## config.mk

```make
export PLATFORM = sky130hd
export DESIGN_NAME = div_accel_top
export DESIGN_NICKNAME = d
export VERILOG_FILES = /design/src/common/credit_pkg.sv /design/src/common/div_types_pkg.sv /design/src/divider/divider_core.sv /design/src/fifo/credit_fifo.sv /design/src/logic/div_accel_top.sv /design/src/logic/operand_issue.sv
export SDC_FILE = /design/constraint.sdc
export NUM_CORES = 1
export LEC_CHECK = 0
export BUFFER_PORTS_ARGS = -buffer_cell sky130_fd_sc_hd__buf_2
export CELL_PAD_IN_SITES_DETAIL_PLACEMENT = 1
export CELL_PAD_IN_SITES_GLOBAL_PLACEMENT = 1
export CORE_MARGIN = 5
export CORE_UTILIZATION = 52
export CTS_CLUSTER_DIAMETER = 120
export DETAILED_ROUTE_END_ITERATION = 7
export GPL_ROUTABILITY_DRIVEN = 0
export PLACE_DENSITY_LB_ADDON = 0.1
export SLEW_MARGIN = 20
export SYNTH_ARGS = -nofsm -noshare
export SYNTH_HDL_FRONTEND = slang
export SYNTH_SLANG_ARGS = --single-unit
```

## constraint.sdc

```tcl
create_clock -name CLK -period 7.3 [get_ports CLK]
set_input_delay 0.365 -clock CLK [delete_from_list [all_inputs] [get_ports CLK]]
set_output_delay 0.365 -clock CLK [all_outputs]
set_load 0.03 [all_outputs]
```

## src/common/credit_pkg.sv

```systemverilog
package credit_pkg;

  ////////////////////
  // Credit counting
  ////////////////////

  // Wide enough for every queue depth and credit pool in use
  localparam int CREDIT_CNT_SIZE = 4;

  ////////////////////
  // Default depths
  ////////////////////

  // Operand queue entries, also the client's starting credits
  localparam int DEFAULT_OPQ_DEPTH = 4;

  // Results the consumer can absorb before returning credit
  localparam int DEFAULT_OUT_CREDITS = 2;

endpackage

```

## src/common/div_types_pkg.sv

```systemverilog
package div_types_pkg;

  ////////////////////
  // Arithmetic defaults
  ////////////////////

  // Operand width of dividend and divisor
  localparam int DEFAULT_DATA_SIZE = 32;

  // Sequence tag, wraps at 2**DEFAULT_TAG_SIZE
  localparam int DEFAULT_TAG_SIZE = 4;

  ////////////////////
  // Result status
  ////////////////////

  // Carried with the operand word and returned with the result
  typedef enum logic {
    DIV_OK      = 1'b0,
    DIV_BY_ZERO = 1'b1
  } div_status_t;

endpackage

```

## src/divider/divider_core.sv

```systemverilog
module divider_core #(
  parameter int DATA_SIZE   = 32,
  parameter int TAG_SIZE    = 4,
  parameter int OUT_CREDITS = 2
) (
  input  logic                          CLK,
  input  logic                          RST,

  // Operand FIFO side
  input  logic                          not_empty,
  input  logic [2*DATA_SIZE+TAG_SIZE:0] pop_data,
  output logic                          pop,

  // Result consumer side
  input  logic                          out_credit,
  output logic                          out_valid,
  output logic [DATA_SIZE-1:0]          out_quotient,
  output logic [DATA_SIZE-1:0]          out_remainder,
  output logic [TAG_SIZE-1:0]           out_tag,
  output div_types_pkg::div_status_t    out_status
);

  ////////////////////
  // Types
  ////////////////////

  typedef enum logic [1:0] {
    IDLE,
    ITER,
    FINISH
  } div_state_t;

  ////////////////////
  // Constants
  ////////////////////

  localparam int CNT_SIZE = (DATA_SIZE > 1) ? $clog2(DATA_SIZE) : 1;

  ////////////////////
  // Signals
  ////////////////////

  // FSM
  div_state_t state;

  // Unpacked head of queue
  logic [DATA_SIZE-1:0]       op_dividend;
  logic [DATA_SIZE-1:0]       op_divisor;
  logic [TAG_SIZE-1:0]        op_tag;
  div_types_pkg::div_status_t op_status;

  // Working registers
  logic [DATA_SIZE-1:0]       quot_q;
  logic [DATA_SIZE-1:0]       rem_q;
  logic [DATA_SIZE-1:0]       divisor_q;
  logic [TAG_SIZE-1:0]        tag_q;
  div_types_pkg::div_status_t status_q;
  logic [CNT_SIZE-1:0]        bit_cnt;

  // One restoring step
  logic [DATA_SIZE:0] trial;
  logic [DATA_SIZE:0] diff;
  logic               fits;

  // Output credit pool
  logic [credit_pkg::CREDIT_CNT_SIZE-1:0] credit_cnt;
  logic                                   finish;

  ////////////////////
  // Operand unpack
  ////////////////////

  // Layout {dividend, divisor, tag, status}
  assign op_status   = div_types_pkg::div_status_t'(pop_data[0]);
  assign op_tag      = pop_data[TAG_SIZE:1];
  assign op_divisor  = pop_data[DATA_SIZE+TAG_SIZE:TAG_SIZE+1];
  assign op_dividend = pop_data[2*DATA_SIZE+TAG_SIZE:DATA_SIZE+TAG_SIZE+1];

  // Take work only when a result slot downstream is guaranteed
  assign pop    = (state == IDLE) & not_empty & (credit_cnt != '0);
  assign finish = (state == FINISH);

  ////////////////////
  // Datapath step
  ////////////////////

  // Next dividend bit enters the partial remainder from the right
  assign trial = {rem_q, quot_q[DATA_SIZE-1]};
  assign diff  = trial - {1'b0, divisor_q};
  assign fits  = (trial >= {1'b0, divisor_q});

  ////////////////////
  // Control
  ////////////////////

  always_ff @(posedge CLK or posedge RST) begin
    if (RST) begin
      state     <= IDLE;
      bit_cnt   <= '0;
      out_valid <= 1'b0;
    end else begin
      // Single cycle pulse, coincides with leaving FINISH
      out_valid <= finish;
      case (state)
        IDLE: begin
          if (pop) begin
            bit_cnt <= CNT_SIZE'(DATA_SIZE - 1);
            // Zero divisor goes straight to the result
            if (op_status == div_types_pkg::DIV_BY_ZERO) begin
              state <= FINISH;
            end else begin
              state <= ITER;
            end
          end
        end
        ITER: begin
          // DATA_SIZE steps, last one at bit_cnt zero
          if (bit_cnt == '0) begin
            state <= FINISH;
          end else begin
            bit_cnt <= bit_cnt - 1'b1;
          end
        end
        FINISH: begin
          state <= IDLE;
        end
        default: begin
          state <= IDLE;
        end
      endcase
    end
  end

  ////////////////////
  // Working registers
  ////////////////////

  always_ff @(posedge CLK) begin
    if (pop) begin
      divisor_q <= op_divisor;
      tag_q     <= op_tag;
      status_q  <= op_status;
      if (op_status == div_types_pkg::DIV_BY_ZERO) begin
        // All ones quotient, dividend kept as remainder
        quot_q <= '1;
        rem_q  <= op_dividend;
      end else begin
        // Dividend shifts out of quot_q as quotient bits shift in
        quot_q <= op_dividend;
        rem_q  <= '0;
      end
    end else if (state == ITER) begin
      if (fits) begin
        rem_q  <= diff[DATA_SIZE-1:0];
        quot_q <= {quot_q[DATA_SIZE-2:0], 1'b1};
      end else begin
        rem_q  <= trial[DATA_SIZE-1:0];
        quot_q <= {quot_q[DATA_SIZE-2:0], 1'b0};
      end
    end
  end

  // Result capture
  always_ff @(posedge CLK) begin
    if (finish) begin
      out_quotient  <= quot_q;
      out_remainder <= rem_q;
      out_tag       <= tag_q;
      out_status    <= status_q;
    end
  end

  ////////////////////
  // Output credits
  ////////////////////

  // Spent on the edge that raises out_valid, before IDLE can pop again
  always_ff @(posedge CLK or posedge RST) begin
    if (RST) begin
      credit_cnt <= credit_pkg::CREDIT_CNT_SIZE'(OUT_CREDITS);
    end else begin
      case ({out_credit, finish})
        2'b10:   credit_cnt <= credit_cnt + 1'b1;
        2'b01:   credit_cnt <= credit_cnt - 1'b1;
        default: credit_cnt <= credit_cnt;
      endcase
    end
  end

endmodule

```

## src/fifo/credit_fifo.sv

```systemverilog
module credit_fifo #(
  parameter int WIDTH = 69,
  parameter int DEPTH = 4
) (
  input  logic             CLK,
  input  logic             RST,

  // Write side
  input  logic             push,
  input  logic [WIDTH-1:0] push_data,

  // Read side
  input  logic             pop,
  output logic [WIDTH-1:0] pop_data,
  output logic             not_empty,

  // One pulse per entry freed
  output logic             credit
);

  ////////////////////
  // Constants
  ////////////////////

  localparam int PTR_SIZE = (DEPTH > 1) ? $clog2(DEPTH) : 1;

  ////////////////////
  // Signals
  ////////////////////

  // Storage
  logic [WIDTH-1:0]                       mem [DEPTH];

  // Pointers and occupancy
  logic [PTR_SIZE-1:0]                    wr_ptr;
  logic [PTR_SIZE-1:0]                    rd_ptr;
  logic [credit_pkg::CREDIT_CNT_SIZE-1:0] count;

  logic full;
  logic wr_en;
  logic rd_en;

  ////////////////////
  // Body
  ////////////////////

  assign full      = (count == credit_pkg::CREDIT_CNT_SIZE'(DEPTH));
  assign not_empty = (count != '0);

  // Guard against overrun and underrun
  assign wr_en = push & ~full;
  assign rd_en = pop & not_empty;

  // Head entry, shown without a read cycle
  assign pop_data = mem[rd_ptr];

  // Every real pop frees a slot, so hand back a credit
  assign credit = rd_en;

  always_ff @(posedge CLK or posedge RST) begin
    if (RST) begin
      wr_ptr <= '0;
      rd_ptr <= '0;
      count  <= '0;
    end else begin
      // Pointers wrap at DEPTH, not only at a power of two
      if (wr_en) begin
        wr_ptr <= (wr_ptr == PTR_SIZE'(DEPTH - 1)) ? '0 : wr_ptr + 1'b1;
      end
      if (rd_en) begin
        rd_ptr <= (rd_ptr == PTR_SIZE'(DEPTH - 1)) ? '0 : rd_ptr + 1'b1;
      end
      case ({wr_en, rd_en})
        2'b10:   count <= count + 1'b1;
        2'b01:   count <= count - 1'b1;
        default: count <= count;
      endcase
    end
  end

  // Entry write
  always_ff @(posedge CLK) begin
    if (wr_en) begin
      mem[wr_ptr] <= push_data;
    end
  end

endmodule

```

## src/logic/div_accel_top.sv

```systemverilog
module div_accel_top #(
  parameter int DATA_SIZE   = div_types_pkg::DEFAULT_DATA_SIZE,
  parameter int TAG_SIZE    = div_types_pkg::DEFAULT_TAG_SIZE,
  parameter int OPQ_DEPTH   = credit_pkg::DEFAULT_OPQ_DEPTH,
  parameter int OUT_CREDITS = credit_pkg::DEFAULT_OUT_CREDITS
) (
  input  logic                       CLK,
  input  logic                       RST,

  // Client
  input  logic                       in_valid,
  input  logic [DATA_SIZE-1:0]       in_dividend,
  input  logic [DATA_SIZE-1:0]       in_divisor,
  output logic                       in_credit,

  // Consumer
  output logic                       out_valid,
  output logic [DATA_SIZE-1:0]       out_quotient,
  output logic [DATA_SIZE-1:0]       out_remainder,
  output logic [TAG_SIZE-1:0]        out_tag,
  output div_types_pkg::div_status_t out_status,
  input  logic                       out_credit
);

  ////////////////////
  // Constants
  ////////////////////

  // Dividend, divisor, tag and one status bit
  localparam int OP_SIZE = 2 * DATA_SIZE + TAG_SIZE + 1;

  ////////////////////
  // Signals
  ////////////////////

  logic               push;
  logic [OP_SIZE-1:0] push_data;
  logic               pop;
  logic [OP_SIZE-1:0] pop_data;
  logic               not_empty;
  logic               fifo_credit;

  ////////////////////
  // Issue stage
  ////////////////////

  operand_issue #(
    .DATA_SIZE (DATA_SIZE),
    .TAG_SIZE  (TAG_SIZE)
  ) i_operand_issue (
    .CLK         (CLK),
    .RST         (RST),
    .in_valid    (in_valid),
    .in_dividend (in_dividend),
    .in_divisor  (in_divisor),
    .in_credit   (in_credit),
    .fifo_credit (fifo_credit),
    .push        (push),
    .push_data   (push_data)
  );

  ////////////////////
  // Operand queue
  ////////////////////

  credit_fifo #(
    .WIDTH (OP_SIZE),
    .DEPTH (OPQ_DEPTH)
  ) i_credit_fifo (
    .CLK       (CLK),
    .RST       (RST),
    .push      (push),
    .push_data (push_data),
    .pop       (pop),
    .pop_data  (pop_data),
    .not_empty (not_empty),
    .credit    (fifo_credit)
  );

  ////////////////////
  // Divider engine
  ////////////////////

  divider_core #(
    .DATA_SIZE   (DATA_SIZE),
    .TAG_SIZE    (TAG_SIZE),
    .OUT_CREDITS (OUT_CREDITS)
  ) i_divider_core (
    .CLK           (CLK),
    .RST           (RST),
    .not_empty     (not_empty),
    .pop_data      (pop_data),
    .pop           (pop),
    .out_credit    (out_credit),
    .out_valid     (out_valid),
    .out_quotient  (out_quotient),
    .out_remainder (out_remainder),
    .out_tag       (out_tag),
    .out_status    (out_status)
  );

endmodule

```

## src/logic/operand_issue.sv

```systemverilog
module operand_issue #(
  parameter int DATA_SIZE = 32,
  parameter int TAG_SIZE  = 4
) (
  input  logic                              CLK,
  input  logic                              RST,

  // Client request
  input  logic                              in_valid,
  input  logic [DATA_SIZE-1:0]              in_dividend,
  input  logic [DATA_SIZE-1:0]              in_divisor,
  output logic                              in_credit,

  // Operand FIFO side
  input  logic                              fifo_credit,
  output logic                              push,
  output logic [2*DATA_SIZE+TAG_SIZE:0]     push_data
);

  ////////////////////
  // Signals
  ////////////////////

  // Next sequence tag to hand out
  logic [TAG_SIZE-1:0]       tag_cnt;

  // Zero test on the incoming divisor
  div_types_pkg::div_status_t in_status;

  ////////////////////
  // Body
  ////////////////////

  // Only place the divide-by-zero case is detected
  assign in_status = (in_divisor == '0) ? div_types_pkg::DIV_BY_ZERO
                                        : div_types_pkg::DIV_OK;

  // Control path, push one cycle after in_valid
  always_ff @(posedge CLK or posedge RST) begin
    if (RST) begin
      push      <= 1'b0;
      tag_cnt   <= '0;
      in_credit <= 1'b0;
    end else begin
      push      <= in_valid;
      // Credit returned to client one cycle after the pop
      in_credit <= fifo_credit;
      if (in_valid) begin
        // Wraps naturally at 2**TAG_SIZE
        tag_cnt <= tag_cnt + 1'b1;
      end
    end
  end

  // Operand word, dividend on top and status in bit 0
  always_ff @(posedge CLK) begin
    if (in_valid) begin
      push_data <= {in_dividend, in_divisor, tag_cnt, in_status};
    end
  end

endmodule
```

# [Yosys cells after proc, flatten, opt, wreduce, memory -nomap -nowiden]
# Memories as Yosys holds them, arrays and structs flattened.
# Index checks and enable logic that the tools add are counted.
[totals] reg_bits=265 ramBits=276 wordCells=81 mem_count=1
[mem_list] memory="i_credit_fifo.mem" words=4 width=69 read_ports=1 rd_clocked_by_memory_dff=0 wr=1 line="credit_fifo.sv:32" text="logic [WIDTH-1:0] mem [DEPTH];"
[classes] addsub=9 magnitude_cmp=1 eq_ne=12 muxes=22 n_bitwise=5 n_reduce_logical=11
[op_table] cell="32-bit 2-to-1 mux" n=7
[op_table] cell="33-bit by 32-bit greater-or-equal comparator with 1-bit output" n=1
[op_table] cell="32-bit logical NOT" n=1
[op_table] cell="32-bit subtractor" n=1
[op_table] cell="4-bit one-hot mux with 2 select lines" n=2
[op_table] cell="4-bit by 1-bit adder with 4-bit output, second input constant" n=3
[op_table] cell="2-bit == test, second input constant" n=5
[op_table] cell="2-bit 2-to-1 mux" n=5
[op_table] cell="5-bit 2-to-1 mux" n=2
[op_table] cell="5-bit one-hot mux with 2 select lines" n=1
[op_table] cell="2-bit nonzero test" n=4
[op_table] cell="4-bit nonzero test" n=2
[op_table] cell="4-bit by 1-bit subtractor with 4-bit output, second input constant" n=2
[op_table] cell="2-bit by 1-bit == test with 1-bit output, second input constant" n=3
[op_table] cell="5-bit logical NOT" n=1
[op_table] cell="5-bit by 1-bit subtractor with 5-bit output, second input constant" n=1
[op_table] cell="2-bit by 1-bit adder with 2-bit output, second input constant" n=2
[op_table] cell="1-bit bitwise AND" n=4
[op_table] cell="4-bit by 3-bit == test with 1-bit output, second input constant" n=1
[op_table] cell="1-bit 2-to-1 mux" n=4
[op_table] cell="2-bit != test, second input constant" n=2
[op_table] cell="2-bit one-hot mux with 2 select lines" n=1
[op_table] cell="3-bit AND reduction" n=1
[op_table] cell="2-bit logical NOT" n=1
[op_table] cell="3 further kinds" n=3

# [Depth between registers and ports, before layout]
[depth] word_depth=6 depth_mapped=14 mapped_depth_nobuf=13

# [Cells and area by module]
# Synthesis repeated with hierarchy kept, for this count alone.
[hier_totals] hier_cells=1244 area_unflattened_um2=21700.8
[by_module_without_submodules] mod="credit_fifo" instances=1 cells_per_inst=419 area_per_inst_um2=10538.9 seq_area_each_um2=8488.1
[by_module_without_submodules] mod="divider_core" instances=1 cells_per_inst=731 area_per_inst_um2=8803.4 seq_area_each_um2=5406.4
[by_module_without_submodules] mod="operand_issue" instances=1 cells_per_inst=94 area_per_inst_um2=2358.5 seq_area_each_um2=2222.1

# [Worst setup path after synthesis]
# Ideal clock, no wire load.
[synth_path] kind="register to register" start="reg i_divider_core.state[0]" end="reg i_divider_core.credit_cnt[3] in the netlist's numbering" setup_time_ps=125 t_arrival_ps=5009 required_ps=7175 slack_ps=2165 stages_incl_launch_ff=9 n_path_buf=0 synth_period_minus_slack_ps=5135 cell_sequence="dfrtp_1 > nor2b_1 > ha_1 > ha_1 > a21o_1 > a21oi_1 > xnor2_1 > nor2_1 > xor2_1"
[synth_between] elab_chain_cells=3 elab_cells_between_ends=5 cone_classes="eq/ne (3); mux (1); reduce/logical (1)"
[synth_lines] item="start, declared" line="divider_core.sv:44" text="div_state_t state;"
[synth_lines] item="start signal, assigned" line="divider_core.sv:98" text="state <= IDLE;"
[synth_lines] item="start signal, assigned" line="divider_core.sv:110" text="state <= FINISH;"
[synth_lines] item="start signal, assigned" line="divider_core.sv:112" text="state <= ITER;"
[synth_lines] item="2-bit == test (*)" line="divider_core.sv:81" text="assign finish = (state == FINISH);"
[synth_lines] item="via i_divider_core.finish" line="divider_core.sv:67" text="logic finish;"
[synth_lines] item="2-bit by 1-bit == test with 1-bit output / 2-bit == test (equally long branches)" line="divider_core.sv:182" text="case ({out_credit, finish})"
[synth_lines] item="4-bit one-hot mux with 2 select lines / 2-bit nonzero test (equally long branches)"
[synth_lines] item="end signal, assigned" line="divider_core.sv:183" text="2'b10: credit_cnt <= credit_cnt + 1'b1;"
[synth_lines] item="end signal, assigned" line="divider_core.sv:184" text="2'b01: credit_cnt <= credit_cnt - 1'b1;"
[synth_lines] item="end signal, assigned" line="divider_core.sv:185" text="default: credit_cnt <= credit_cnt;"
[synth_lines] item="end, declared" line="divider_core.sv:66" text="logic [credit_pkg::CREDIT_CNT_SIZE-1:0] credit_cnt;"
# Mark *: on every way through the listed nets, which the timed path passes. The rest lies on a longest branch.
# A chain may end at the register's enable or synchronous reset.

# [Worst setup path in the final report]
[layout_path] start="reg i_divider_core.credit_cnt[1] in the netlist's numbering" end="reg i_divider_core.rem_q[14] (data pin)"
[layout_between] elab_chain_cells=3
[layout_lines] item="start signal, assigned" line="divider_core.sv:180" text="credit_cnt <= credit_pkg::CREDIT_CNT_SIZE'(OUT_CREDITS);"
[layout_lines] item="start signal, assigned" line="divider_core.sv:183"
[layout_lines] item="start signal, assigned" line="divider_core.sv:184"
[layout_lines] item="4-bit nonzero test" line="divider_core.sv:80" text="assign pop = (state == IDLE) & not_empty & (credit_cnt != '0);"
[layout_lines] item="1-bit bitwise AND" line="divider_core.sv:80"
[layout_lines] item="32-bit 2-to-1 mux" line="divider_core.sv:139" text="if (pop) begin"
[layout_lines] item="end signal, assigned" line="divider_core.sv:146" text="rem_q <= op_dividend;"
[layout_lines] item="end signal, assigned" line="divider_core.sv:154" text="rem_q <= diff[DATA_SIZE-1:0];"
[layout_lines] item="end signal, assigned" line="divider_core.sv:157" text="rem_q <= trial[DATA_SIZE-1:0];"
[layout_lines] item="end, declared" line="divider_core.sv:54" text="logic [DATA_SIZE-1:0] rem_q;"
# Every way passes these cells.

==> results.md <==
* Critical path type: reg -> reg
* Total power draw at 12.5 mW
* Root buf cell: clkbuf_16
* Tightest Pin Transition at roughly 1.0 ns
* Synth area leaders: edfxtp_1 (72%), mux4_2 (7.3%), dfrtp_1 (2.9%)
* DRT antenna net count at 0
* CP Data Arrival Time at around 4.0 ns
* Synth unique cells at 56
* Largest net degree at the start of global routing at 75
* Drt first pass iters at 5
* DP Cell Count at 1,832
* Critical path's slowest cell: and2_1
* Post-Syn Nets at 1,317
* Htree depth at 2
* DR DRC count at 0
* Cells after synthesis at approximately 1,200
* Period utilisation layout at between 40 and 50%
* GRT Util Overall at between 20% and 30%
* Reg clk slew, reported paths at 0.06 ns
* Synth Area per Inst at 17.8 um2
* Share of post-route cells with drive strength above 1 at around 22%
* CP cell instances: nor4_1, or4_1, buf_4, inv_2, buf_4, and2_1, nand2_1, o21ai_1
* Core box area at roughly 40,000 um2
* DRC marker count from the first detailed-route iteration at between 900 and 1,000
* Average vias per placed instance at 5.71
* Fin area at 25,200 um2
* Yosys warns at 0
* Area of the mapped netlist at 21,400 um2
* Sink Count at 541
* EDFF count, synth at 515
* Min Tclk post-route at 3.53 ns
* Layout Cells excl Fill at 1,999
* Synth top area share at 72.3%
* Cell repeated most along the worst path: buf_4
* Crit Path Max Fanout at 44
* Max Clk Rate at 283 MHz
* Hold Vio Cnt, Final at 0
* Final WL at 49.1 mm
* Post-DP Area at ~23,000 um2
* Die width at 213 um
* Status: completed
* Clock buffer depth at 3
* Register area share after synthesis at ~75%
* Avg WL per Cell at 24.6 um
* Resize count post-CTS at 0
* First-pass GRT wire length at 75.5 mm
* Post-synth top area cell: edfxtp_1
* Final max-slew violation count at 0
* Starting Density at 52.5%
* Vias in the first global route at 12,187
* Clock Skew at 0.0204 ns
* Leak at 8.96 nW
* IO Port Bufs at 138
* DP HPWL at 31.9 mm
* CTS tree: yes
* Critical path data required time at 7.74 ns
* Layout overhead on the synthesized area at 17.7%
* HP Class: in -> reg
* I/O pin count at 139
* Unrepaired setup endpoints after global routing: no
* Post-Route Setup TNS at 0 ns
* Power Density at 495 nW/um2
* VDD IR max at between 0.2 and 0.3 mV
* Synthesized flop and latch total at roughly 540
* Std-Cell Rows at 74
* Setup Viol. Count Final at 0
* Die ar. at 45,300 um2
* TritonCTS buffer count at 55
* Initial antenna violation count at 0
* Vert. Die Dim at roughly 210 um
* Nature of the critical path endpoint: register
* NumNets Final at 1,539
* Ys async rst share at 4.81%
* Critical Path Source Type: register
* GRT Residual Overflow at 0
* Slowest stage delay, CP at 0.89 ns
* Slew margin rel. at 30.4%
* Core Util, Final at 61.8%
* Max-cap violations at 0
* Skew-Pair Late Insertion Delay at roughly 0.61 ns
* Vias at roughly 11,000
* Synth Flop Type: edfxtp_1
## path summary, 6_finish.rpt
path	from	endpoint	slack, ns	depth (start not counted)
max	i_divider_core.credit_cnt[1]$_DFFE_PP1P_	i_divider_core.rem_q[14]$_DFFE_PP_	3.77	8
min in group asynchronous	RST	i_operand_issue.tag_cnt[3]$_DFFE_PP0P_	0.38	4
max in group asynchronous	RST	i_divider_core.credit_cnt[1]$_DFFE_PP1P_	6.56	4
max reg2reg	i_divider_core.credit_cnt[1]$_DFFE_PP1P_	i_divider_core.rem_q[14]$_DFFE_PP_	3.77	8
min	out_credit	i_divider_core.credit_cnt[1]$_DFFE_PP1P_	0.29	4
min reg2reg	i_divider_core.tag_q[3]$_DFFE_PN_	i_divider_core.out_tag[3]$_DFFE_PP_	0.44	0
## worst max-delay path, delay by kind of cell (launching register included)
kind                   cells  cell delay [ns]
buffers and inverters      3             1.10
DFF                        1             0.55
and+or+nand+nor            4             1.54
AOI/OAI and AO/OA          1             0.15
## stage by stage
step	hold WS (ns)	worst slack, ns
floorplan	0.396	2.17
global placement	0.410	3.92
detailed placement	0.417	3.75
CTS	0.276	3.71
global route	0.345	3.57
finish	0.288	3.77
## report_power, final
group | leakage, nW | switching, mW | internal (mW) | total, mW
registers | 5.10 | 0.481 | 4.61 | 5.09
clock network | 0.907 | 1.19 | 1.69 | 2.88
logic | 2.95 | 2.79 | 1.70 | 4.49
total | 8.96 | 4.46 | 8.00 | 12.5
## routing by layer
metal  share of wire, %  vias up  track usage (%)
li1                   -     5168                -
met1                 46     5864             33.8
met2                 47      316             34.0
met3                5.1       59             3.67
met4                1.7        0             5.32
met5                  0        -                0
## what timing repair did
item	in CTS	in global routing
buffers inserted	0	0
endpoints found under the hold margin	89	0
hold buffers	65	0
## logic make-up (layout without fill, tap and decap cells)
logic type / count (synthesis) / count (layout) / share of synthesized area (%)
buf+inv: 107 / 373 / 2.03
other cells: 0 / 1 / 0
flops: 541 / 541 / 75.3
simple gates: 175 / 175 / 3.95
compound gates: 210 / 210 / 6.41
xor+xnor: 40 / 40 / 1.64
mux: 78 / 78 / 7.69
fa+ha+maj: 49 / 49 / 2.97
## layout by cell type, fill, tap and decap left out, types with 4 or more instances in the layout
cell type / instances
edfxtp_1: 515
buf_2: 137
mux4_2: 69
a21oi_1: 67
dlygate4sd3_1: 65
clkbuf_16: 56
inv_1: 53
nand2_1: 52
ha_1: 46
nor2_1: 38
o22a_1: 31
o21ai_0: 25
dfrtp_1: 23
o21ai_1: 22
xnor2_1: 22
a21o_1: 20
xor2_1: 18
nand3_1: 17
buf_4: 15
nand4_1: 13
clkinv_1: 13
nor4_1: 12
clkinv_2: 12
nor3_1: 10
mux2i_1: 8
bufinv_16: 8
nand2b_1: 7
o21bai_1: 7
o21a_1: 6
nor2b_1: 5
and3_1: 5
a211oi_1: 5
clkbuf_1: 5
a32oi_1: 4
and2_2: 4
## sequential cells by signal (all words and copies together) (netlist names), 2 cells and up
| name | flops |
|---|---|
| i_credit_fifo.count | 4 |
| i_credit_fifo.mem | 276 |
| i_credit_fifo.rd_ptr | 2 |
| i_credit_fifo.wr_ptr | 2 |
| i_divider_core.bit_cnt | 5 |
| i_divider_core.credit_cnt | 4 |
| i_divider_core.divisor_q | 32 |
| i_divider_core.out_quotient | 32 |
| i_divider_core.out_remainder | 32 |
| i_divider_core.out_tag | 4 |
| i_divider_core.quot_q | 32 |
| i_divider_core.rem_q | 32 |
| i_divider_core.state | 2 |
| i_divider_core.tag_q | 4 |
| i_operand_issue.push_data | 69 |
| i_operand_issue.tag_cnt | 4 |
## synthesized netlist by cell type, drive strengths merged, types with 2 or more instances
master / number
a211o: 2
a211oi: 6
a21o: 20
a21oi: 71
a221oi: 2
a31oi: 3
a32oi: 4
and2: 6
and3: 5
buf: 18
clkbuf: 34
dfrtp: 25
edfxtp: 515
fa: 3
ha: 46
inv: 55
mux2i: 8
mux4: 69
nand2: 53
nand2b: 7
nand3: 17
nand4: 13
nor2: 38
nor2b: 6
nor3: 10
nor4: 12
o211ai: 2
o21a: 6
o21ai: 48
o21bai: 7
o22a: 31
o31a: 2
o41ai: 2
or3: 3
or4: 2
xnor2: 22
xor2: 18
## layout make-up
cell class              count  area [um2]
fillers                  3622       15600
clock buffers              61        1420
clock inverters            40         439
flip-flops and latches    541       16100
multi-input cells         552        4870
well taps                 532         666
repair buffers            217        1450
inverters                  55         209
diodes                      1        2.50
(Power assumes the default switching activity.)
